<file path="src/mmio_params.svh">
`ifndef MMIO_PARAMS_SVH
`define MMIO_PARAMS_SVH

// bus widths
`define ADDR_WIDTH 32
`define DATA_WIDTH 64

// peripheral register widths
`define KB_WIDTH 8
`define SEG_WIDTH 32
`define LED_WIDTH 16

// data RAM window, 4 KiB
`define ADDR_RAM 32'h8000_0000
`define RAM_LEN 4096

// microsecond counter, one double word
`define RTC_ADDR 32'ha000_0048
`define RTC_LEN 8

// keyboard queue head, popped on read
`define KBD_ADDR 32'ha000_0060
`define KBD_LEN 4

// switch input, read only
`define SWT_ADDR 32'ha000_0070

// display and LED registers, write only
`define SEG_ADDR 32'ha000_0080
`define LED_ADDR 32'ha000_0090

// window size shared by switch, segment and LED registers
`define PERI_LEN 4

// scan codes held before the CPU drains them
`define KB_DEPTH 8

// core clock cycles per microsecond
`define RTC_DIV 50

`endif

</file>
<file path="src/mmio_pkg.sv">
`include "mmio_params.svh"

package mmio_pkg;

    // load/store port address
    typedef logic [`ADDR_WIDTH-1:0] addr_t;

    // load/store port data, one double word
    typedef logic [`DATA_WIDTH-1:0] data_t;

    // keyboard scan code
    typedef logic [`KB_WIDTH-1:0] kb_code_t;

    // seven-segment display register
    typedef logic [`SEG_WIDTH-1:0] seg_t;

    // LED register
    typedef logic [`LED_WIDTH-1:0] led_t;

    // store width, as encoded by the CPU
    typedef enum logic [1:0] {
        WR_BYTE   = 2'd0,
        WR_HALF   = 2'd1,
        WR_WORD   = 2'd2,
        WR_DOUBLE = 2'd3
    } wr_width_e;

endpackage

</file>
<file path="src/rtc_counter.sv">
`timescale 1ns/1ps

`include "mmio_params.svh"

module rtc_counter (
    input  logic            clk,
    input  logic            rst_n,
    output mmio_pkg::data_t rtc_count
);

    localparam int unsigned DIV_W = $clog2(`RTC_DIV);

    logic [DIV_W-1:0] presc;
    logic             tick;

    // one microsecond elapsed
    assign tick = (presc == DIV_W'(`RTC_DIV - 1));

    always_ff @(posedge clk or negedge rst_n) begin
        if (!rst_n) begin
            presc <= '0;
        end else if (tick) begin
            presc <= '0;
        end else begin
            presc <= presc + 1'b1;
        end
    end

    // free running, wraps after 2^64 microseconds
    always_ff @(posedge clk or negedge rst_n) begin
        if (!rst_n) begin
            rtc_count <= '0;
        end else if (tick) begin
            rtc_count <= rtc_count + 1'b1;
        end
    end

endmodule

</file>
<file path="config.mk">
export PLATFORM = sky130hd
export DESIGN_NAME = rtc_counter
export DESIGN_NICKNAME = d
export VERILOG_FILES = /design/src/mmio_pkg.sv /design/src/rtc_counter.sv
export VERILOG_INCLUDE_DIRS = /design/src /design/src/src
export SDC_FILE = /design/constraint.sdc
export NUM_CORES = 1
export LEC_CHECK = 0
export BUFFER_PORTS_ARGS = -buffer_cell sky130_fd_sc_hd__buf_4
export CORE_ASPECT_RATIO = 2
export CORE_UTILIZATION = 35
export DETAILED_ROUTE_END_ITERATION = 7
export PLACE_DENSITY = 0.58
export SLEW_MARGIN = 20
export SYNTH_ARGS = -nofsm -noshare
export SYNTH_HDL_FRONTEND = slang
export SYNTH_SLANG_ARGS = --single-unit
</file>
<file path="constraint.sdc">
create_clock -name clk -period 2.7 [get_ports clk]
set_input_delay 0.81 -clock clk [delete_from_list [all_inputs] [get_ports clk]]
set_output_delay 0.81 -clock clk [all_outputs]
set_load 0.02 [all_outputs]
</file>
== Word-level counts from Yosys, hierarchy flattened ==
Index checks and enable logic that the tools add are counted.

* Register bits after elaboration: 70
* Input bits: 2

* $add $sub $neg: 2
* Eq/ne operators: 1
* Muxes and demuxes: 1

{| class="wikitable"
|+ Operators by type and width
! operator !! count
|-
| 64-bit by 1-bit adder with 64-bit output (second input constant) || 1
|-
| 6-bit by 1-bit adder with 6-bit output (second input constant) || 1
|-
| 6-bit == test (second input constant) || 1
|-
| 6-bit 2-to-1 mux || 1
|}

== Depth between registers and ports, before layout ==
* Depth in word-level cells: 2
* Mapped depth: 9
* Depth with buffers taken out: 7

== Worst setup path before layout ==
No wires, ideal clock.

* Path type: reg-to-reg
* Start: register presc[1]
* End: register rtc_count[37]
* Arrival time: 2018 ps
* Required time: 2620 ps
* Path slack: 602 ps
* Cell stages (with the launch flop): 10
* Path through: dfrtp_1 -> inv_1 -> ha_1 -> or3b_1 -> buf_6 -> nor3_2 -> nand4_1 -> buf_2 -> nor3_1 -> xnor2_1

* Word-level cells in the longest chain between the ends: 1

{| class="wikitable"
|+ Ends and longest elaborated chain
! item !! RTL line !! RTL
|-
| start, declared || rtc_counter.sv:13 || <nowiki>logic [DIV_W-1:0] presc;</nowiki>
|-
| start signal, assigned || rtc_counter.sv:25 || <nowiki>presc <= presc + 1'b1;</nowiki>
|-
| 6-bit == test || rtc_counter.sv:17 || <nowiki>assign tick = (presc == DIV_W'(`RTC_DIV - 1));</nowiki>
|-
| end signal, assigned || rtc_counter.sv:34 || <nowiki>rtc_count <= rtc_count + 1'b1;</nowiki>
|-
| end, declared || rtc_counter.sv:8 || <nowiki>output mmio_pkg::data_t rtc_count</nowiki>
|}

No other way between the ends.
A chain may end at the register's enable or synchronous reset.

== Worst setup path in the final report ==
* Start: register presc[1]
* End: register rtc_count[62]

Same word-level chain as after synthesis.

==> impl_metrics.py <==
metrics = {
    "clock_network": {
        "cts_sinks": 70,
        "post_cts_resized": 0,
        "clockBufferDepth": 2,
        "clk_pin_slew_ns": 0.06,
        "cts-buffers-inserted": 9,
        "post-cts-setup-buffers": 0,
        "postCtsHoldBufs": 0,
        "tritoncts": "yes",
        "cts_root_buf": "clkbuf_16",
        "clk_latency_ns": 0.34,
        "cts_max_level": 3,
    },
    "logic_synthesis": {
        "synth_area_leaders": "dfrtp_1 (53%), xor2_1 (11%), xnor2_1 (6.8%), nand4_1 (3.8%), nand3_1 (3.6%)",
        "synthFlopType": "dfrtp_1",
        "ys_ff_latch": 70,
        "avgSynthCellArea_um2": 10.4,
        "ys_seq_area_share_pct": 52.6,
        "synth_cell_types": 29,
        "synth_top_area_share_pct": 52.6,
        "synth_nets": 326,
        "yosys.area.top_type": "dfrtp_1",
        "synth_area_um2": 3330,
        "synth-edff-count": 0,
        "async_reset_ff_share_pct": 100,
        "ys_warn_count": 0,
        "syn_inst": 321,
    },
    "floorplanning": {
        "coreArea_um2": 9320,
        "dieHeight_um": 140,
        "die_w_um": 71.0,
        "num_rows": 50,
        "initial_core_util_pct": 35.7,
        "pin_count": 66,
        "die_area_um2": 9930,
    },
    "drt": {
        "dr.max_layer_used": "met4",
        "wl_mm": 8.32,
        "routed-via-count": 2631,
        "wl_per_cell_um": 16.4,
        "dr_wl_met3_um": 277,
        "wirelength_met1_mm": 3.14,
        "drc": 0,
        "drt_iter0_markers": 103,
        "postRouteAntennaNets": 0,
        "wl_met2_mm": 4.53,
        "viasPerCell": 5.19,
        "drtPass1Iterations": 6,
    },
    "worst_setup_path": {
        "worstPathRequired_ns": 2.96,
        "crit_buf_inv": 1,
        "slowest_delay_ns": 0.48,
        "crit_arrival_ns": 2.63,
        "crit_family": "simple AND/OR/NAND/NOR gates",
        "crit_path_cell_trace": "inv_1, ha_1, or3b_1, nor4_4, nand4_2, nor4_1, xnor2_1",
        "crit_slowest_cell": "or3b_1",
        "start_kind": "flop",
        "cp_max_fo": 6,
        "end_kind": "flop",
        "crit_type": "reg -> reg",
    },
    "grt": {
        "grt_max_degree": 39,
        "grt_pass1_wl_mm": 13.7,
        "antenna_found_initial": 0,
        "grt_overflow": 0,
        "grt_use_total_pct": 18.3,
        "grt_pass1_vias": 2665,
    },
    "sta": {
        "maxSlewViolCount": 0,
        "fmaxAchievable_ghz": 0.424,
        "fin_crit_sh_pct": 87.4,
        "hold_viol": 0,
        "fin_worst_skew_ns": 0.00825,
        "slew_headroom_pct": 63.4,
        "rsz0062_at_grt": "no",
        "fin_ws_ns": 0.339,
        "tns_ns": 0,
        "worstMarginPinSlew_ns": 0.547,
        "period_minus_slack_ns": 2.36,
        "finalSetupViolations": 0,
    },
    "placed_design": {
        "dp_slack_ns": 0.377,
        "place_inst": 491,
        "hpwl_mm": 6.10,
        "gp_congestion": 0.788,
        "port_buffers": 65,
    },
    "layout": {
        "fin_nets": 403,
        "regArea_um2": 1750,
        "final_cells": 507,
        "diodes": 0,
        "synthToLayoutAreaGrowth_pct": 28.8,
        "drive_gt1_share_pct": 24.1,
        "multi_input_area_um2": 1500,
        "fill_cells": 906,
    },
    "run": {
        "cap_violations": 0,
    },
    "pwr": {
        "powerDensity_nw_per_um2": 544,
        "p_leak_nw": 2.07,
        "peakVddDrop_v": 0.000340,
    },
    "run_status": {
        "status": "finished, final reports clean",
    },
    "min_path": {
        "hold_path.class": "in -> async",
    },
}
[registers in the layout (all words and copies together), names as in the netlist]
name / flops
rtc_count: 64
presc: 6
[cell usage in the layout (no fill, tap or decap), types with 2 or more instances in the layout]
cell,n
nor3_1,24
nor4_2,2
clkbuf_16,9
or4_1,2
dfrtp_1,70
nor4_1,12
and4_1,2
ha_1,3
and2_1,2
o21ai_0,2
nand4_1,20
nor3b_1,2
buf_4,69
inv_1,16
xnor2_1,26
nand4_2,2
nand2b_1,2
bufinv_16,2
clkinv_2,4
and3_1,2
xor2_1,40
nand2_1,29
nand3_1,24
nor2_1,27
nor3_2,3
[layout make-up]
class                      instances  area share, %
clock buffer                       9           5.25
tap                              104           3.03
inverter                          16           1.40
clock inverter                     7           2.07
timing repair buffer              70           12.5
sequential                        70           40.8
multi-input combinational        231           34.9
[power by group]
group,internal (W),switching [W]
clock network,0.000803,0.000454
registers,0.00105,0
logic,0.00000388,0.0000210
total,0.00186,0.000475
[kinds of logic (layout without fill, tap and decap cells)]
group	Yosys count	in the layout	share of synthesized area (%)
AO/OA/AOI/OAI	2	2	0.301
adder cells (fa/ha/maj)	3	3	1.13
XOR/XNOR	66	66	17.4
AND/OR/NAND/NOR	159	159	25.8
buffers and inverters	20	102	2.52
flip-flops	70	70	52.6
multiplexers	1	1	0.338
[cell usage after synthesis (3+ instances only)]
library cell  number
nor3_1            24
dfrtp_1           70
nand4_1           20
nand3_1           24
nor2_1            27
nor4_1            12
xnor2_1           26
xor2_1            40
inv_1             16
nand2_1           29
ha_1               3
nor3_2             3
[path summary, 6_finish.rpt]
path	depth (start not counted)	slack [ns]	startpoint	end
setup / recovery	7	0.34	presc[1]	rtc_count[62]
hold reg to reg	1	0.49	rtc_count[63]	rtc_count[63]
hold / removal	1	0.44	rst_n	rtc_count[18]
setup reg to reg	7	0.34	presc[1]	rtc_count[62]
max in group asynchronous	2	1.68	rst_n	rtc_count[49]
min in group clk	1	0.49	rtc_count[63]	rtc_count[63]
[per-stage QoR]
| stage | hold WS (ns) | total power (W) | utilization [%] | cell area, µm² |
|---|---|---|---|---|
| 5_1_grt | 0.482 | 0.00239 | 46.0 | 4290 |
| 6_report | 0.444 | 0.00233 | 46.0 | 4290 |
| 3_3_place_gp | 0.469 | 0.00109 | 42.6 | 3980 |
| 2_1_floorplan | 0.461 | 0.00107 | - | 3330 |
| 4_1_cts | 0.454 | 0.00236 | 46.0 | 4290 |
| 3_5_place_dp | 0.481 | 0.00110 | 42.6 | 3980 |
[routing by layer]
metal	up-vias	GRT usage, %
li1	1256	-
met1	1282	19.1
met2	70	32.5
met3	23	3.31
met4	0	12.5
met5	-	0
Power figures use the tool's default switching activity.
