`src/mmio_params.svh`:
```
`ifndef MMIO_PARAMS_SVH
`define MMIO_PARAMS_SVH

// bus widths
`define ADDR_WIDTH 32
`define DATA_WIDTH 64

// peripheral register widths
`define KB_WIDTH 8
`define SEG_WIDTH 32
`define LED_WIDTH 16

// data RAM window, 4 KiB
`define ADDR_RAM 32'h8000_0000
`define RAM_LEN 4096

// microsecond counter, one double word
`define RTC_ADDR 32'ha000_0048
`define RTC_LEN 8

// keyboard queue head, popped on read
`define KBD_ADDR 32'ha000_0060
`define KBD_LEN 4

// switch input, read only
`define SWT_ADDR 32'ha000_0070

// display and LED registers, write only
`define SEG_ADDR 32'ha000_0080
`define LED_ADDR 32'ha000_0090

// window size shared by switch, segment and LED registers
`define PERI_LEN 4

// scan codes held before the CPU drains them
`define KB_DEPTH 8

// core clock cycles per microsecond
`define RTC_DIV 50

`endif

```
`src/mmio_pkg.sv`:
```
`include "mmio_params.svh"

package mmio_pkg;

    // load/store port address
    typedef logic [`ADDR_WIDTH-1:0] addr_t;

    // load/store port data, one double word
    typedef logic [`DATA_WIDTH-1:0] data_t;

    // keyboard scan code
    typedef logic [`KB_WIDTH-1:0] kb_code_t;

    // seven-segment display register
    typedef logic [`SEG_WIDTH-1:0] seg_t;

    // LED register
    typedef logic [`LED_WIDTH-1:0] led_t;

    // store width, as encoded by the CPU
    typedef enum logic [1:0] {
        WR_BYTE   = 2'd0,
        WR_HALF   = 2'd1,
        WR_WORD   = 2'd2,
        WR_DOUBLE = 2'd3
    } wr_width_e;

endpackage

```
`src/mmio.sv`:
```
`timescale 1ns/1ps

`include "mmio_params.svh"

module mmio (
    input  logic               clk,
    input  logic               rst_n,
    input  mmio_pkg::addr_t    mem_raddr,
    input  logic               mem_ren,
    input  mmio_pkg::addr_t    mem_waddr,
    input  mmio_pkg::data_t    mem_wdata,
    input  logic               mem_wen,
    input  mmio_pkg::data_t    ram_rdata,
    input  mmio_pkg::kb_code_t kb_rdata,
    input  logic               kb_ready,
    input  logic [7:0]         swt,
    input  mmio_pkg::data_t    rtc_count,
    output mmio_pkg::data_t    mem_rdata,
    output logic               ram_wen,
    output logic               kb_pop,
    output logic               bus_err,
    output mmio_pkg::seg_t     seg_out,
    output mmio_pkg::led_t     led_out
);

    logic rd_ram;
    logic rd_kbd;
    logic rd_swt;
    logic rd_rtc;
    logic wr_ram;
    logic wr_seg;
    logic wr_led;

    function automatic logic in_win(input mmio_pkg::addr_t a,
                                    input mmio_pkg::addr_t base,
                                    input int unsigned     len);
        // subtract first so base + len never overflows
        return (a >= base) && ((a - base) < len);
    endfunction

    // true for any address that some device claims
    function automatic logic in_map(input mmio_pkg::addr_t a);
        return in_win(a, `ADDR_RAM, `RAM_LEN)
            || in_win(a, `RTC_ADDR, `RTC_LEN)
            || in_win(a, `KBD_ADDR, `KBD_LEN)
            || in_win(a, `SWT_ADDR, `PERI_LEN)
            || in_win(a, `SEG_ADDR, `PERI_LEN)
            || in_win(a, `LED_ADDR, `PERI_LEN);
    endfunction

    // read side decode
    assign rd_ram = in_win(mem_raddr, `ADDR_RAM, `RAM_LEN);
    assign rd_kbd = in_win(mem_raddr, `KBD_ADDR, `KBD_LEN);
    assign rd_swt = in_win(mem_raddr, `SWT_ADDR, `PERI_LEN);
    assign rd_rtc = in_win(mem_raddr, `RTC_ADDR, `RTC_LEN);

    // write side decode
    assign wr_ram = in_win(mem_waddr, `ADDR_RAM, `RAM_LEN);
    assign wr_seg = in_win(mem_waddr, `SEG_ADDR, `PERI_LEN);
    assign wr_led = in_win(mem_waddr, `LED_ADDR, `PERI_LEN);

    assign ram_wen = mem_wen && wr_ram;

    assign bus_err = (mem_ren && !in_map(mem_raddr))
                  || (mem_wen && !in_map(mem_waddr));

    // segment and LED windows read back as zero
    always_comb begin
        mem_rdata = '0;
        kb_pop    = 1'b0;
        if (mem_ren) begin
            if (rd_ram) begin
                mem_rdata = ram_rdata;
            end else if (rd_kbd) begin
                // empty queue reads zero and is left alone
                if (kb_ready) begin
                    kb_pop    = 1'b1;
                    mem_rdata = {{(`DATA_WIDTH - `KB_WIDTH){1'b0}}, kb_rdata};
                end
            end else if (rd_swt) begin
                mem_rdata = {{(`DATA_WIDTH - 8){1'b0}}, swt};
            end else if (rd_rtc) begin
                mem_rdata = rtc_count;
            end
        end
    end

    // display outputs hold until the CPU stores again
    always_ff @(posedge clk or negedge rst_n) begin
        if (!rst_n) begin
            seg_out <= '0;
            led_out <= '0;
        end else if (mem_wen) begin
            if (wr_seg) begin
                seg_out <= mem_wdata[`SEG_WIDTH-1:0];
            end
            if (wr_led) begin
                led_out <= mem_wdata[`LED_WIDTH-1:0];
            end
        end
    end

endmodule

```
`config.mk`:
```
export PLATFORM = sky130hd
export DESIGN_NAME = mmio
export DESIGN_NICKNAME = d
export VERILOG_FILES = /design/src/mmio_pkg.sv /design/src/mmio.sv
export VERILOG_INCLUDE_DIRS = /design/src /design/src/src
export SDC_FILE = /design/constraint.sdc
export NUM_CORES = 1
export LEC_CHECK = 0
export BUFFER_PORTS_ARGS = -buffer_cell sky130_fd_sc_hd__buf_2
export CAP_MARGIN = 20
export CORE_AREA = 2 2 154 156
export CTS_CLUSTER_DIAMETER = 50
export DETAILED_ROUTE_END_ITERATION = 10
export DIE_AREA = 0 0 156 158
export PLACE_DENSITY = 0.64
export SYNTH_ARGS = -nofsm -noshare
export SYNTH_HDL_FRONTEND = slang
export SYNTH_SLANG_ARGS = --single-unit
```
`constraint.sdc`:
```
create_clock -name clk -period 5.2 [get_ports clk]
set_clock_uncertainty 0.15 [all_clocks]
set_input_delay 0.52 -clock clk [delete_from_list [all_inputs] [get_ports clk]]
set_output_delay 0.52 -clock clk [all_outputs]
set_load 0.05 [all_outputs]
```
* After elaboration in Yosys (flattened, before gate mapping)
Cells that the tools add are included.
Widths: inputs -> output; s select.
** Cells by class
- Reductions and logical operators :: 30
- Add/subtract/negate cells :: 12
- Order comparisons :: 24
- Mux-type cells :: 10
** Operators by type and width (count)
- $ge 32x32->1 const B :: 12
- $sub 32x32->32 const B :: 12
- $mux 64 :: 5
- $lt 32x3->1 const B :: 8
- $lt 32x13->1 const B :: 2
- $lt 32x4->1 const B :: 2
- $logic_and 1x1->1 :: 15
- $logic_or 1x1->1 :: 11
- $mux 8 :: 1
- $mux 1 :: 4
- $reduce_and 2->1 :: 2
- $logic_not 1->1 :: 2
** Storage, ports and cells
- Register bits after elaboration :: 48
- Word-level logic and storage cells :: 78
- Output and inout port bits :: 115

* Longest topological paths before layout
- Depth after elaboration :: 11
- Gate-level depth with buffers :: 14
- Gate-level depth less buffers :: 10

* Worst setup path after synthesis
No wires, ideal clock.
- Path type :: input -> output
- Start :: in mem_raddr[5]
- End :: out mem_rdata[22]
- Setup slack :: 0.582 ns
- Cell stages on the path :: 13
- Path buffers :: 3
- Arrival time :: 3.948 ns
- Cells stage by stage :: clkbuf_1 > inv_1 > ha_1 > nor2b_1 > or4_1 > a211oi_1 > o211ai_1 > or4_1 > nor4_1 > buf_2 > buf_6 > a22oi_1 > nor2b_1
** On the way
- Word-level cells in the longest chain between the ends :: 8
- Elaborated cells on any way between the ends :: 21
** Ends and longest elaborated chain
- start: declaration :: RTL line mmio.sv:8 : input mmio_pkg::addr_t mem_raddr,
- $sub 32x32->32 :: RTL line mmio.sv:38 : return (a >= base) && ((a - base) < len);
- $lt 32x4->1 :: RTL line mmio.sv:38
- $logic_and 1x1->1 :: RTL line mmio.sv:38
- $mux 64 :: RTL line mmio.sv:82 : end else if (rd_rtc) begin
- $mux 64 :: RTL line mmio.sv:80 : end else if (rd_swt) begin
- $mux 64 :: RTL line mmio.sv:74 : end else if (rd_kbd) begin
- $mux 64 * :: RTL line mmio.sv:72 : if (rd_ram) begin
- $mux 64 * :: RTL line mmio.sv:71 : if (mem_ren) begin
- end: declaration :: RTL line mmio.sv:18 : output mmio_pkg::data_t mem_rdata,
Every way passes the cells marked *; elsewhere a longest branch is shown, timed or not.

* Worst setup path after layout
- Start :: in mem_raddr[5]
- End :: out mem_rdata[9]
The elaborated chain is that of the path after synthesis.

==> flow_summary.ini <==
[clock_network]
clk_pin_slew_ps = 60
clk_latency_ps = 290
cts_root_buf = clkbuf_16
cts_resized = 0
numCtsBuffers = 5
clock-sinks = 48
cts_max_path_buffers = 2
cts_tree = built
htree_levels = 2

[worst_setup_path]
path_cells = buf_2, inv_1, ha_1, nor2b_1, or4_1, a211oi_1, o211ai_1, or4_1, nor4_2, buf_12, a22oi_1, nor2b_1, buf_2
critical_path.max_stage_delay_ps = 580
crit_path_max_fanout = 65
crit_path_end_kind = output port
crit_buf_inv = 4
crit_family = simple AND/OR/NAND/NOR gates
crit_path_top_delay_cell = or4_1
path_class = in -> out
critPathRequiredTime_ps = 4530
crit_arrival_ps = 4110
start_kind = input pin

[synthesis]
ys.flop_type = dfrtp_1
synth_seq_area_share = 0.174
synth.avg_cell_area_um2 = 7.50
synth-edff-count = 0
synth_seq_cells = 48
syn_inst = 922
yosys-top-cells-area = dfrtp_1 17%, a22oi_1 6.3%, nor2b_1 5.8%
synth_top_area_cell = dfrtp_1
syn_area_um2 = 6910
synth_nets = 1216
async_flop_share = 1.00
synth.top_cell.area_share = 0.174
yosysWarnings = 0
synth_cell_types = 74

[floorplanning]
floorplan.initialDensity = 0.300
core_um2 = 23100
ios = 392
die_h_um = 158
fp.dieW_um = 156
rows = 56
die-area_um2 = 24600

[cells_and_area]
nFillCells = 2444
fin_util = 0.394
areaGrowthSynthToFinish_pct = 31.2
regArea_um2 = 1200
final_layout_size_suffix_gt1_frac = 0.355
multi_input_area_um2 = 5270
fin_nets = 1518
layout_commonest_cell = buf_2
postLayoutCellArea_um2 = 9070
mostFrequentLayoutCells = 358 x buf_2, 76 x nand2_1, 65 x nor2_1, 64 x nor2b_1, 58 x a22oi_1

[power]
total_power_w = 0.00107
power.leakage_nw = 4.00
p_per_area_nw_per_um2 = 118
peakVddDrop_mv = 0.213

[outcome]
outcome = finished clean

[global_route]
grt_pass1_wl_um = 50800
first_global_vias = 8232
grt_usage = 0.269
grt.overflow.total = 0
grt_max_degree = 66
antenna_found_initial = 13

[timing]
period_needed_ps = 4780
drv_slew = 0
setup_viol = 0
clock.fmax_ghz = 0.209
hold_viol = 0
setup-tns-final_ps = 0
max_slew_margin = 0.425
rsz0062_at_grt = no
fin_crit_sh = 0.919
worst-slew-pin-transition_ps = 854
whs_ps = 285

[placed_design]
hpwl_um = 28900
place_congestion = 0.962
placed_area_um2 = 8870
io_buffers = 359

[drt]
first_iter_violations = 1010
dr.pass1.iters = 6
drt-total-wl_um = 35400
vias_per_cell = 5.84
ant_nets = 0
wire_per_inst_um = 23.2
vias = 8893
drc_errors = 0

[min_path]
worstHoldPathType = in -> reg

[flow_run]
cap_viol_max_count = 0
-- sequential cells by signal, indices dropped and copies added (netlist names) --
| signal | count |
|---|---|
| led_out | 16 |
| seg_out | 32 |
-- cell usage after synthesis, drive strengths merged, types with 10 or more instances --
cell type  number
nand2          76
nor2           65
a22oi          58
xnor2          31
dfrtp          48
buf            20
mux2           49
xor2           20
nor3           40
inv            19
nand4          39
o21ai          39
or3            10
nor2b          64
nand3          32
clkbuf         65
or4            13
nor4           46
ha             17
a21oi          34
-- final cells by class --
type	instances	area share
diodes	8	0.00221
clock inverters	1	0.000966
flip-flops and latches	48	0.132
clock buffers	6	0.0153
inverters	19	0.00786
repair buffers	380	0.220
multi-input cells	770	0.581
well taps	290	0.0400
-- per-stage QoR --
step,instances,setup slack [ps]
finish,1522,421
global route,1521,122
CTS,1512,381
detailed placement,1505,386
global placement,1505,450
floorplan,922,582
-- cell families after synthesis --
kind of cell | after synthesis | share of synthesized area
buffers and inverters | 104 | 0.0655
XOR/XNOR | 51 | 0.0646
adder cells (fa/ha/maj) | 17 | 0.0308
flip-flops | 48 | 0.174
AND/OR/NAND/NOR | 435 | 0.357
multiplexers | 52 | 0.0841
AO/OA/AOI/OAI | 215 | 0.225
-- power by group --
group	internal, W	switching [W]	leakage, nW	total, W
Sequential	0.000373	0.00000000000546	0.671	0.000373
Combinational	0.000142	0.000230	3.26	0.000372
Clock	0.000189	0.000134	0.0730	0.000324
-- metal layers --
layer  share of wire  track usage  vias to the layer above  wire length (um)
met1            0.39        0.335                     4169             13900
met3            0.10       0.0610                       74              3560
met5          0.0019            0                        -                66
li1                -            -                     4098                 -
met2            0.47        0.454                      542             16700
met4           0.032        0.101                       10              1140
-- worst paths after layout --
path	endpoint	cells after the start	slack, ps	start
setup / recovery	mem_rdata[9]	13	420	mem_raddr[5]
hold / removal	seg_out[25]	2	290	mem_wdata[25]
setup reg to reg	seg_out[26]	1	4240	seg_out[26]
hold reg to reg	seg_out[7]	1	340	seg_out[7]
max in group asynchronous	seg_out[27]	3	3900	rst_n
min in group asynchronous	led_out[8]	2	510	rst_n
-- what timing repair did --
| item | CTS | global route |
|---|---|---|
| hold buffers | 0 | 1 |
| buffers inserted | 0 | 0 |
| endpoints found under the hold margin | 0 | 12 |
| setup endpoints to repair | 0 | 0 |
(Power assumes the default switching activity.)
