$ cat config.mk
export PLATFORM = sky130hd
export DESIGN_NAME = kbd_fifo
export DESIGN_NICKNAME = d
export VERILOG_FILES = /design/src/mmio_pkg.sv /design/src/kbd_fifo.sv
export VERILOG_INCLUDE_DIRS = /design/src /design/src/src
export SDC_FILE = /design/constraint.sdc
export NUM_CORES = 1
export LEC_CHECK = 0
export BUFFER_PORTS_ARGS = -buffer_cell sky130_fd_sc_hd__buf_4
export CORE_MARGIN = 3
export CORE_UTILIZATION = 55
export CTS_CLUSTER_SIZE = 20
export DETAILED_ROUTE_END_ITERATION = 10
export GPL_TIMING_DRIVEN = 0
export PLACE_DENSITY = 0.73
export SLEW_MARGIN = 20
export SYNTH_ARGS = -nofsm -noshare
export SYNTH_HDL_FRONTEND = slang
export SYNTH_SLANG_ARGS = --single-unit
$ cat constraint.sdc
create_clock -name clk -period 3.9 [get_ports clk]
set_input_delay 0.195 -clock clk [delete_from_list [all_inputs] [get_ports clk]]
set_output_delay 0.195 -clock clk [all_outputs]
set_load 0.05 [all_outputs]
$ cat src/mmio_params.svh
`ifndef MMIO_PARAMS_SVH
`define MMIO_PARAMS_SVH

// bus widths
`define ADDR_WIDTH 32
`define DATA_WIDTH 64

// peripheral register widths
`define KB_WIDTH 8
`define SEG_WIDTH 32
`define LED_WIDTH 16

// data RAM window, 4 KiB
`define ADDR_RAM 32'h8000_0000
`define RAM_LEN 4096

// microsecond counter, one double word
`define RTC_ADDR 32'ha000_0048
`define RTC_LEN 8

// keyboard queue head, popped on read
`define KBD_ADDR 32'ha000_0060
`define KBD_LEN 4

// switch input, read only
`define SWT_ADDR 32'ha000_0070

// display and LED registers, write only
`define SEG_ADDR 32'ha000_0080
`define LED_ADDR 32'ha000_0090

// window size shared by switch, segment and LED registers
`define PERI_LEN 4

// scan codes held before the CPU drains them
`define KB_DEPTH 8

// core clock cycles per microsecond
`define RTC_DIV 50

`endif

$ cat src/mmio_pkg.sv
`include "mmio_params.svh"

package mmio_pkg;

    // load/store port address
    typedef logic [`ADDR_WIDTH-1:0] addr_t;

    // load/store port data, one double word
    typedef logic [`DATA_WIDTH-1:0] data_t;

    // keyboard scan code
    typedef logic [`KB_WIDTH-1:0] kb_code_t;

    // seven-segment display register
    typedef logic [`SEG_WIDTH-1:0] seg_t;

    // LED register
    typedef logic [`LED_WIDTH-1:0] led_t;

    // store width, as encoded by the CPU
    typedef enum logic [1:0] {
        WR_BYTE   = 2'd0,
        WR_HALF   = 2'd1,
        WR_WORD   = 2'd2,
        WR_DOUBLE = 2'd3
    } wr_width_e;

endpackage

$ cat src/kbd_fifo.sv
`timescale 1ns/1ps

`include "mmio_params.svh"

module kbd_fifo (
    input  logic               clk,
    input  logic               rst_n,
    input  mmio_pkg::kb_code_t kb_code,
    input  logic               kb_valid,
    input  logic               kb_pop,
    output mmio_pkg::kb_code_t kb_rdata,
    output logic               kb_ready
);

    localparam int unsigned PTR_W = $clog2(`KB_DEPTH);

    mmio_pkg::kb_code_t fifo_mem [`KB_DEPTH];

    logic [PTR_W-1:0] wr_ptr;
    logic [PTR_W-1:0] rd_ptr;
    logic [PTR_W:0]   count;
    logic             full;
    logic             push;
    logic             pop;

    function automatic logic [PTR_W-1:0] next_ptr(input logic [PTR_W-1:0] ptr);
        if (ptr == PTR_W'(`KB_DEPTH - 1)) begin
            return '0;
        end
        return ptr + 1'b1;
    endfunction

    assign full     = (count == (PTR_W+1)'(`KB_DEPTH));
    assign kb_ready = (count != '0);

    // codes arriving while full are lost
    assign push = kb_valid && !full;
    assign pop  = kb_pop && kb_ready;

    // head is always visible to the decoder
    assign kb_rdata = fifo_mem[rd_ptr];

    always_ff @(posedge clk) begin
        if (push) begin
            fifo_mem[wr_ptr] <= kb_code;
        end
    end

    always_ff @(posedge clk or negedge rst_n) begin
        if (!rst_n) begin
            wr_ptr <= '0;
            rd_ptr <= '0;
            count  <= '0;
        end else begin
            if (push) begin
                wr_ptr <= next_ptr(wr_ptr);
            end
            if (pop) begin
                rd_ptr <= next_ptr(rd_ptr);
            end
            // simultaneous push and pop leaves the count alone
            case ({push, pop})
                2'b10:   count <= count + 1'b1;
                2'b01:   count <= count - 1'b1;
                default: count <= count;
            endcase
        end
    end

endmodule

After elaboration in Yosys (flattened, before gate mapping)
Memories as Yosys holds them, arrays and structs flattened.
Cells that the tools add are included.
{"block": "totals", "reg_bits": 10, "ram_bits": 64, "inputBits": 12, "out_inout_bits": 9, "word_cells": 29, "memories": 1}
{"block": "classes", "add_sub_neg": 4, "eq_ne": 5, "n_mux": 11, "n_reduce_logical": 5}
{"name": "fifo_mem", "depth": 8, "width": 8, "read_ports": 1, "rd_clocked_by_memory_dff": 0, "wr": 1, "line_no": "kbd_fifo.sv:17", "source": "mmio_pkg::kb_code_t fifo_mem [`KB_DEPTH];"}
{"operator": "$mux 3", "count": 4}
{"operator": "$pmux 4 s2", "count": 1}
{"operator": "$add 3x1->3 const B", "count": 2}
{"operator": "$eq 3x3->1 const B", "count": 2}
{"operator": "$mux 1", "count": 6}
{"operator": "$add 4x1->4 const B", "count": 1}
{"operator": "$eq 4x4->1 const B", "count": 1}
{"operator": "$reduce_bool 4->1", "count": 1}
{"operator": "$sub 4x1->4 const B", "count": 1}
{"operator": "$eq 2x1->1 const B", "count": 1}
{"operator": "$eq 2x2->1 const B", "count": 1}
{"operator": "$logic_and 1x1->1", "count": 2}
{"operator": "$reduce_bool 2->1", "count": 1}
{"operator": "$logic_not 1->1", "count": 1}

Longest topological paths before layout
Gate-level depths: netlist (run 1).
{"block": "depth", "word_depth": 5, "ltp_mapped": 8, "depth_no_buf": 8}

Worst setup path before layout (run 1)
Ideal clock, no wire load.
{"block": "synth_path", "path_type": "reg2reg", "from": "register count[0]", "to": "register count[3]", "setup_time_ns": 0.134, "arrival_time_ns": 2.708, "required_time_ns": 3.766, "setup_slack_ns": 1.058, "path_stages_with_launch": 9, "n_path_buf": 0, "synth_period_minus_slack_ns": 2.842, "path_cell_list": "dfrtp_1 or4_4 nand2_1 inv_1 ha_1 ha_1 or4b_2 o311ai_0 o211ai_1"}
{"block": "synth_between", "word_cells_on_any_way": 11, "cone_classes": "add/sub (2); eq/ne (3); mux (1); reduce/logical (5)"}
{"item": "start, declared", "line_no": "kbd_fifo.sv:21", "source": "logic [PTR_W:0] count;"}
{"item": "start signal, assigned", "line_no": "kbd_fifo.sv:63", "source": "2'b10: count <= count + 1'b1;"}
{"item": "start signal, assigned", "line_no": "kbd_fifo.sv:64", "source": "2'b01: count <= count - 1'b1;"}
{"item": "start signal, assigned", "line_no": "kbd_fifo.sv:65", "source": "default: count <= count;"}
{"item": "$reduce_bool 4->1 *", "line_no": "kbd_fifo.sv:34", "source": "assign kb_ready = (count != '0);"}
{"item": "via kb_ready", "line_no": "kbd_fifo.sv:12", "source": "output logic kb_ready"}
{"item": "$logic_and 1x1->1 *", "line_no": "kbd_fifo.sv:38", "source": "assign pop = kb_pop && kb_ready;"}
{"item": "via pop", "line_no": "kbd_fifo.sv:24", "source": "logic pop;"}
{"item": "$eq 2x1->1 / $eq 2x2->1 (equally long branches)", "line_no": "kbd_fifo.sv:62", "source": "case ({push, pop})"}
{"item": "$pmux 4 s2 / $reduce_bool 2->1 (equally long branches)"}
Mark *: on every way through the listed nets, which the timed path passes. The rest lies on a longest branch.
A chain may end at the register's enable or synchronous reset.

Final worst setup path (run 1)
{"block": "layout_path", "from": "register count[0]", "to": "register count[3]"}
{"block": "layout_between", "word_cells_on_any_way": 11, "cone_classes": "add/sub (2); eq/ne (3); mux (1); reduce/logical (5)"}
{"item": "$reduce_bool 4->1 *", "line_no": "kbd_fifo.sv:34"}
{"item": "$logic_and 1x1->1 *", "line_no": "kbd_fifo.sv:38"}
{"item": "via pop", "line_no": "kbd_fifo.sv:24"}
{"item": "$eq 2x1->1 / $eq 2x2->1 (equally long branches)", "line_no": "kbd_fifo.sv:62"}
{"item": "$pmux 4 s2 / $reduce_bool 2->1 (equally long branches)"}
Marked as above.

==> reports/metrics.yaml, run 1 <==
outcome:
  status: "finished clean"
timing:
  slew_viol_final: 0
  slew_headroom_pct: 35.3
  max_freq_mhz: 336
  setup_viol: 0
  skew_ns: 0.00899
  min_period_ns: 2.98
  period_share_pct: 76.3
  fin_ws_ns: 0.924
  finalHoldViolations: 0
  setup_tns_ns: 0
  tightestPinTransition_ns: 0.966
  hold_ws_ns: 0.0762
  rsz0062_at_grt: "false"
global_route:
  grt_pass1_wl_um: 8930
  use_met2_pct: 32.8
  top_usage_layer: "met2"
  track_usage_pct: 19.8
  met3_usage_pct: 4.93
  grt_pass1_vias: 1692
  grt_overflow: 0
  met1_usage_pct: 24.2
  antenna_found_initial: 0
  grt_max_degree: 13
finish:
  multiInputGateArea_sq_um: 957
  seqCellArea_sq_um: 2170
  drive_gt1_share_pct: 35.7
  nNetsFinal: 214
  area.growth.synth_to_final_pct: 14.6
  utilization_pct: 65.7
  insertedDiodeCount: 0
  fillers: 386
logic_synthesis:
  syn_nets: 180
  synth_edf_count: 64
  synth_ff_type: "edfxtp_1"
  synth_cell_types: 34
  yosysSeqAreaShare_pct: 68.4
  synth_warnings: 0
  synth_seq_cells: 74
  synthArstFlopShare_pct: 13.5
  postSynthCellCount: 160
  avgSynthCellArea_sq_um: 19.8
  synth_area_sq_um: 3170
clock_tree:
  cts.path.max_buffers: 2
  root_buffer: "clkbuf_8"
  cts-hold-fix-buffers: 1
  postCtsResizedCells: 0
  clk_pin_slew_ns: 0.08
  postCtsSetupBuffers: 0
  h-tree-depth: 3
  clock_sinks: 74
  cts_buffers: 9
  cts_tree: "done"
  clk_latency_ns: 0.35
routing:
  drt_iter0_drc: 101
  wl_per_cell_um: 21.2
  drtAntennaViolNets: 0
  vias_per_cell: 5.91
  drt-pass1-iter-count: 4
  vias: 1601
  wl_um: 5750
  remaining_drc_errors: 0
worst_setup_path:
  cp_max_fo: 9
  crit_required_ns: 4.11
  arrival_ns: 3.19
  critPathKind: "flop to flop"
  worstSetupStartpointType: "flop"
  endpoint_kind: "flop"
die:
  die_area_sq_um: 6720
  rows: 27
  die-width_um: 82.0
  dieHeight_um: 82.0
  coreArea_sq_um: 5540
  start_util_pct: 57.3
  io_pins: 21
pwr:
  total_power_w: 0.00293
  combPwrFrac_pct: 43.7
  p_per_area_nw_per_um2: 805
  leakagePower_nw: 1.31
  peakVddDrop_mv: 0.414
  clkPwrFrac_pct: 18.1
  internal_power_w: 0.00186
  seqPwrFrac_pct: 38.2
  switching_share_pct: 36.6
  p_switching_w: 0.00107
flow_run:
  max-cap-violations: 0
placed_design:
  gp_congestion: 0.818
  pre_cts_ws_ns: 0.984
  port_buffers: 20
  detailed_place_hpwl_um: 3810
min_path:
  worstHoldPathType: "input pin to flop"
-- final timing paths --
kind	startpoint	endpoint	slack, ns	depth (start not counted)
worst max register to register	count[0]	count[3]	0.92	8
worst min register to register	count[2]	count[2]	0.57	2
worst min-delay path	kb_code[2]	fifo_mem[3][2]	0.08	1
max in group asynchronous	rst_n	wr_ptr[2]	3.51	2
worst max-delay path	count[0]	count[3]	0.92	8
min in group asynchronous	rst_n	wr_ptr[0]	0.24	2
-- area by class of cell --
class	count	area share, %
sequential	74	59.7
multi-input combinational	74	26.3
timing repair buffer	23	4.75
clock buffer	14	4.47
tap	72	2.48
buffer	6	1.34
inverter	6	0.619
clock inverter	2	0.344
-- synth_stat cells (all sizes together) (2+ instances only) --
library cell / number / share of area [%]
nand2: 3 / 0.35
nand2b: 2 / 0.39
inv: 6 / 0.71
o211ai: 2 / 0.47
mux2: 15 / 6.3
nor3b: 3 / 0.71
nand3: 2 / 0.32
o21ai: 2 / 0.67
ha: 7 / 2.8
buf: 5 / 1.4
dfrtp: 10 / 7.9
nor3: 4 / 0.63
nor2: 5 / 0.59
a21oi: 2 / 0.32
edfxtp: 64 / 61
mux4: 16 / 12
-- worst max-delay path, cell delays in order, from the launching register on --
cell	delay (ns)
dfrtp_1	0.45
or4_4	0.55
nand2_1	0.20
inv_1	0.08
ha_1	0.28
ha_1	0.37
or4b_2	0.65
o311ai_0	0.13
o211ai_1	0.13
-- state kept, by name, indices dropped and copies added (netlist names) --
register and count:
count 4, fifo_mem 64, wr_ptr 3, rd_ptr 3
-- layer usage --
layer | routed length [um] | vias to the layer above | part of all wire [%]
li1 | - | 719 | -
met1 | 2260 | 816 | 39
met2 | 3030 | 57 | 53
met3 | 390 | 9 | 6.8
met4 | 67 | 0 | 1.2
met5 | 0 | - | 0
-- logic make-up (layout without fill, tap and decap cells) --
group	Yosys count	count (layout)	synth area share (%)
DFF	74	74	68.4
xor gates and xnor gates	2	2	0.552
muxes	32	32	18.9
buffers and inverters	12	51	2.25
adders and majority gates	8	8	3.39
and+or+nand+nor	24	24	4.41
AOI/OAI and AO/OA	8	8	2.09
-- stage by stage --
| step | cell area [sq um] | instances |
|---|---|---|
| 2_1_floorplan | 3170 | 160 |
| 3_3_place_gp | 3410 | 252 |
| 3_5_place_dp | 3450 | 254 |
| 4_1_cts | 3640 | 271 |
| 5_1_grt | 3640 | 271 |
| 6_report | 3640 | 271 |
-- power by group through the flow --
stage	combinational [W]	clock, W	sequential [W]
floorplan	0.000989	0	0.00110
global placement	0.00123	0	0.00111
detailed placement	0.00130	0	0.00113
CTS	0.00130	0.000540	0.00112
global route	0.00137	0.000580	0.00113
finish	0.00128	0.000531	0.00112
-- cells in the final DEF, fill, tap and decap left out, drive strengths merged --
cell type and count:
dlygate4sd3 1, clkinvlp 1, mux2i 1, edfxtp 64
o211ai 2, nand2 3, nor2b 1, nand3 2
nor4 1, dfrtp 10, or4 1, clkbuf 15
o311ai 1, clkinv 1, mux2 15, fa 1
xor2 1, a21oi 2, or4b 1, nor3 4
a2111o 1, ha 7, buf 27, nor3b 3
mux4 16, nor2 5, o21ai 2, inv 6
nand2b 2, xnor2 1, or3 1
No activity file was read; power rests on OpenSTA's default activity.
==> run 2, diff against run 1 <==
--- a/config.mk
+++ b/config.mk
@@ -8,11 +8,11 @@
 export LEC_CHECK = 0
 export BUFFER_PORTS_ARGS = -buffer_cell sky130_fd_sc_hd__buf_4
 export CORE_MARGIN = 3
-export CORE_UTILIZATION = 55
+export CORE_UTILIZATION = 54
 export CTS_CLUSTER_SIZE = 20
 export DETAILED_ROUTE_END_ITERATION = 10
 export GPL_TIMING_DRIVEN = 0
-export PLACE_DENSITY = 0.73
+export PLACE_DENSITY = 0.75
 export SLEW_MARGIN = 20
 export SYNTH_ARGS = -nofsm -noshare
 export SYNTH_HDL_FRONTEND = slang
==> constraint.sdc (replaced) <==
create_clock -name clk -period 2.5 [get_ports clk]
set_input_delay 0.125 -clock clk [delete_from_list [all_inputs] [get_ports clk]]
set_output_delay 0.125 -clock clk [all_outputs]
set_load 0.05 [all_outputs]
==> run 2 against run 1 <==
  * Total power increased by 61%
  * Via count increased by 1.9%
  * Non-clock buffer count increased by 9
  * Sequential power increased by 58%
  * Core utilization increased by 1.6 points
  * Largest power group unchanged
  * Worst setup slack got worse by 0.87 ns
==> reports/metrics.yaml, run 2 (same netlist as run 1, synthesis figures left out) <==
routing:
  drt_iter0_drc: 90
  remaining_drc_errors: 0
  wl_per_cell_um: 20.5
  met2_wirelength_um: 2920
  vias_per_cell: 5.83
  drtAntennaViolNets: 0
  drt-pass1-iter-count: 6
  vias: 1631
  routedLengthMet1_um: 2500
  wl_met3_um: 260
  maxUsedRoutingLayer: "met4"
  wl_um: 5740
timing:
  max_freq_mhz: 409
  tightestPinTransition_ns: 0.977
  min_period_ns: 2.44
  hold_ws_ns: 0.0194
  period_share_pct: 97.8
  setup_viol: 0
  fin_ws_ns: 0.0551
  setup_tns_ns: 0
  rsz0062_at_grt: "false"
  slew_headroom_pct: 34.6
  finalHoldViolations: 0
  skew_ns: 0.00865
  slew_viol_final: 0
pwr:
  p_per_area_nw_per_um2: 1250
  peakVddDrop_mv: 0.697
  leakagePower_nw: 1.36
  internal_power_w: 0.00301
  seqPwrFrac_pct: 37.6
  switching_share_pct: 36.2
  p_switching_w: 0.00171
  clkPwrFrac_pct: 18.5
  combPwrFrac_pct: 43.9
finish:
  nNetsFinal: 223
  area.growth.synth_to_final_pct: 18.9
  largest_reg_flops: 64
  finalNonFillerCells: 280
  reg.largest.list: "fifo_mem (64), count (4)"
  layout_commonest_cell: "edfxtp_1"
  top_register: "fifo_mem"
  final_cell_mix: "edfxtp_1 (64), buf_4 (27), clkbuf_8 (9)"
  drive_gt1_share_pct: 40.4
  insertedDiodeCount: 0
  seqCellArea_sq_um: 2170
  fillers: 394
  multiInputGateArea_sq_um: 997
  final_area_sq_um: 3770
global_route:
  grt_pass1_wl_um: 9000
  grt_pass1_vias: 1722
  grt_max_degree: 13
  grt_overflow: 0
  antenna_found_initial: 0
  track_usage_pct: 19.3
worst_setup_path:
  worstSetupStartpointType: "flop"
  max_stage_delay_ns: 0.56
  arrival_ns: 2.66
  crit_path_cell_trace: "or4_4, nand2_4, inv_2, ha_4, ha_4, or4b_4, o311ai_1, o211ai_1"
  cp_max_fo: 9
  critPathSlowestCell: "or4_4"
  crit_required_ns: 2.72
  path_common_cell: "ha_4"
  endpoint_kind: "flop"
  critPathKind: "flop to flop"
  cp_top_family: "simple AND/OR/NAND/NOR gates"
  crit_buf_inv: 1
placed_design:
  detailed_place_hpwl_um: 3800
  pre_cts_ws_ns: -0.0648
  gp_congestion: 0.729
  port_buffers: 20
  place_area_sq_um: 3500
  dp_cells: 255
die:
  rows: 27
  coreArea_sq_um: 5610
  die-width_um: 82.7
  die_area_sq_um: 6830
  dieHeight_um: 82.7
  io_pins: 21
  start_util_pct: 56.6
clock_tree:
  clk_latency_ns: 0.34
  clk_pin_slew_ns: 0.08
  root_buffer: "clkbuf_8"
  cts_buffers: 9
  clock_sinks: 74
  cts.path.max_buffers: 2
  cts_tree: "done"
  h-tree-depth: 3
min_path:
  worstHoldPathType: "input pin to flop"
outcome:
  status: "finished clean"
flow_run:
  max-cap-violations: 0
## run 2: stage by stage
| step | power [W] | utilization [%] |
|---|---|---|
| after detailed placement | 0.00384 | 62.4 |
| after CTS | 0.00471 | 66.2 |
| after floorplan | 0.00329 | - |
| after global routing | 0.00496 | 67.3 |
| after global placement | 0.00369 | 61.5 |
| final | 0.00472 | 67.3 |
## run 2: per-layer routing
metal | vias up | global-route usage [%]
li1 | 739 | -
met5 | - | 0
met2 | 43 | 29.1
met3 | 7 | 5.75
met1 | 842 | 25.9
met4 | 0 | 9.31
## run 2: layout make-up
type	count	area share, %
Timing Repair Buffer	33	6.83
Clock buffer	11	3.48
Buffer	5	1.19
Inverter	6	0.597
Sequential cell	74	57.6
Clock inverter	5	1.46
Multi-Input combinational cell	74	26.4
Tap cell	72	2.39
## run 2: path summary, 6_finish.rpt
check                            from        endpoint  slack [ns]  depth (start not counted)
max                          count[2]        count[3]        0.06                          8
min                        kb_code[6]  fifo_mem[4][6]        0.02                          1
max reg2reg                  count[2]        count[3]        0.06                          8
min reg2reg                  count[0]        count[0]        0.62                          1
max in group asynchronous       rst_n        count[2]        2.19                          2
min in group asynchronous       rst_n        count[3]        0.14                          2
## run 2: repair_timing
action                     CTS  global route
resized for setup            0             3
setup endpoints to repair    1             2
hold buffers                 2             3
pin swaps                    1             5
buffers inserted             1             4
hold endpoints to repair    16            13
## run 2: worst reg2reg max path: stages (launching register included)
cell	delay, ns
dfrtp_2	0.44
or4_4	0.56
nand2_4	0.09
inv_2	0.04
ha_4	0.19
ha_4	0.25
or4b_4	0.51
o311ai_1	0.11
o211ai_1	0.13
## run 2: power groups by stage
stage,logic [W],clock network (W),registers (W)
5_1_grt,0.00222,0.000941,0.00180
3_5_place_dp,0.00206,0,0.00178
2_1_floorplan,0.00157,0,0.00172
3_3_place_gp,0.00196,0,0.00174
4_1_cts,0.00208,0.000885,0.00175
6_report,0.00207,0.000874,0.00177
==> run 3, diff against run 2 <==
--- a/config.mk
+++ b/config.mk
@@ -12,7 +12,7 @@
 export CTS_CLUSTER_SIZE = 20
 export DETAILED_ROUTE_END_ITERATION = 10
 export GPL_TIMING_DRIVEN = 0
-export PLACE_DENSITY = 0.75
+export PLACE_DENSITY = 0.85
 export SLEW_MARGIN = 20
 export SYNTH_ARGS = -nofsm -noshare
 export SYNTH_HDL_FRONTEND = slang
==> run 3 against run 2 <==
  * Clock power shrank 4.3%
  * Register-to-register slack lost 0.02 ns
  * Fmax shrank 0.97%
  * Sequential share of layout area grew 1.1 points
  * Core utilization shrank 1.3 points
  * Die area is the same
  * Critical path type unchanged
  * Routed wire length grew 1.2%
  * Design area shrank 2.0%
  * Highest routed layer unchanged
  * Global-route usage shrank 0.28 points
==> reports/metrics.yaml, run 3 (same netlist as run 1, synthesis figures left out) <==
finish:
  fillers: 376
  top_register: "fifo_mem"
  layout_commonest_cell: "edfxtp_1"
  area.growth.synth_to_final_pct: 16.5
  largest_reg_flops: 64
  reg.largest.list: "fifo_mem (64), count (4)"
  final_area_sq_um: 3700
  finalNonFillerCells: 273
  nNetsFinal: 216
  utilization_pct: 66.0
  drive_gt1_share_pct: 37.8
  final_cell_mix: "edfxtp_1 (64), buf_4 (25), dfrtp_1 (10)"
  insertedDiodeCount: 0
  seqCellArea_sq_um: 2170
  multiInputGateArea_sq_um: 993
timing:
  hold_ws_ns: 0.0209
  fin_ws_ns: 0.0313
  period_share_pct: 98.7
  skew_ns: 0.00453
  finalHoldViolations: 0
  min_period_ns: 2.47
  slew_headroom_pct: 37.9
  slew_viol_final: 0
  rsz0062_at_grt: "true"
  setup_viol: 0
  tightestPinTransition_ns: 0.928
  max_freq_mhz: 405
global_route:
  grt_pass1_vias: 1688
  grt_overflow: 0
  grt_pass1_wl_um: 8940
  track_usage_pct: 19.0
  grt_max_degree: 12
  antenna_found_initial: 0
worst_setup_path:
  cp_max_fo: 9
  crit_required_ns: 2.71
  critPathKind: "flop to flop"
  arrival_ns: 2.68
  endpoint_kind: "flop"
  worstSetupStartpoint: "count[2]"
  regToRegEndpoint: "count[3]"
  crit-reg2reg-launch: "count[2]"
  r2r_slack_ns: 0.03
  worstSetupStartpointType: "flop"
  worstRegToRegCells: 8
min_path:
  hp-start: "kb_code[5]"
  whs_endpoint: "fifo_mem[4][5]"
  hold_path_depth: 1
  worstHoldPathType: "input pin to flop"
clock_tree:
  root_buffer: "clkbuf_8"
  clock_sinks: 74
  clk_pin_slew_ns: 0.07
  postCtsResizedCells: 0
  cts.path.max_buffers: 2
  h-tree-depth: 3
  clk_latency_ns: 0.34
  cts_buffers: 9
  cts_tree: "done"
die:
  start_util_pct: 56.6
  rows: 27
  dieHeight_um: 82.7
  die_area_sq_um: 6830
  io_pins: 21
  coreArea_sq_um: 5610
  die-width_um: 82.7
pwr:
  p_per_area_nw_per_um2: 1260
  peakVddDrop_mv: 0.684
  switching_share_pct: 35.9
  clkPwrFrac_pct: 17.9
  seqPwrFrac_pct: 38.1
  leakagePower_nw: 1.33
  p_switching_w: 0.00167
  internal_power_w: 0.00299
  combPwrFrac_pct: 43.9
routing:
  drt-pass1-iter-count: 4
  drt_iter0_drc: 167
  wl_um: 5810
  drtAntennaViolNets: 0
  vias: 1608
  wl_per_cell_um: 21.3
  remaining_drc_errors: 0
  vias_per_cell: 5.89
placed_design:
  port_buffers: 20
  pre_cts_ws_ns: -0.0474
  gp_congestion: 0.801
  dp_cells: 253
  place_area_sq_um: 3480
  detailed_place_hpwl_um: 3900
outcome:
  status: "finished clean"
flow_run:
  max-cap-violations: 0
[run 3: cell count changes in the layout (fill, tap and decap cells not counted), sizes merged]
| cell | previous run | this run |
|---|---|---|
| buf | 33 | 30 |
| dlygate4sd3 | 5 | 1 |
| clkinvlp | 1 | 0 |
| clkbuf | 11 | 12 |
[run 3: worst max path at each step]
stage | end | slack [ns] | cells after the start
finish | count[3] | 0.03 | 8
detailed placement | count[3] | -0.05 | 7
floorplan | count[3] | 0.02 | 8
global route | count[3] | -0.02 | 8
global placement | fifo_mem[0][5] | 0.05 | 3
CTS | kb_rdata[3] | 0.01 | 5
[run 3: critical path, cell delays in order (launching register included)]
cell and delay, ns:
dfrtp_1 0.42, or4_4 0.57, nand2_4 0.10, inv_2 0.05, ha_4 0.19, ha_4 0.27, or4b_4 0.52, o311ai_1 0.10
o211ai_1 0.13
[run 3: through the flow]
stage | total power, W | TNS (ns)
after global routing | 0.00490 | -0.0206
after floorplan | 0.00329 | 0
final | 0.00466 | 0
after detailed placement | 0.00382 | -0.0474
after CTS | 0.00466 | 0
after global placement | 0.00367 | 0
[run 3: layout make-up]
| type | instances | share of cell area, % |
|---|---|---|
| timing repair buffer | 26 | 5.35 |
| sequential | 74 | 58.7 |
| buffer | 5 | 1.22 |
| clock inverter | 4 | 1.15 |
| tap | 72 | 2.44 |
| inverter | 6 | 0.609 |
| clock buffer | 12 | 3.65 |
| multi-input combinational | 74 | 26.9 |
[run 3: power by group through the flow]
stage | clock network [W] | registers [W] | logic, W
global placement | 0 | 0.00173 | 0.00194
global route | 0.000909 | 0.00180 | 0.00219
floorplan | 0 | 0.00172 | 0.00157
finish | 0.000836 | 0.00178 | 0.00205
CTS | 0.000854 | 0.00175 | 0.00206
detailed placement | 0 | 0.00177 | 0.00205
[run 3: what timing repair did]
| action | CTS | global route |
|---|---|---|
| pin swaps | 1 | 1 |
| hold buffers | 1 | 0 |
| endpoints found under the setup margin | 1 | 6 |
| endpoints found under the hold margin | 10 | 0 |
| setup buffers | 1 | 3 |
[run 3: per-layer routing]
metal,wire length [um],global-route usage [%],vias to the layer above
met4,72,7.68,0
met5,0,0,-
met1,2310,22.5,819
li1,-,-,727
met3,271,5.21,8
met2,3160,32.9,54
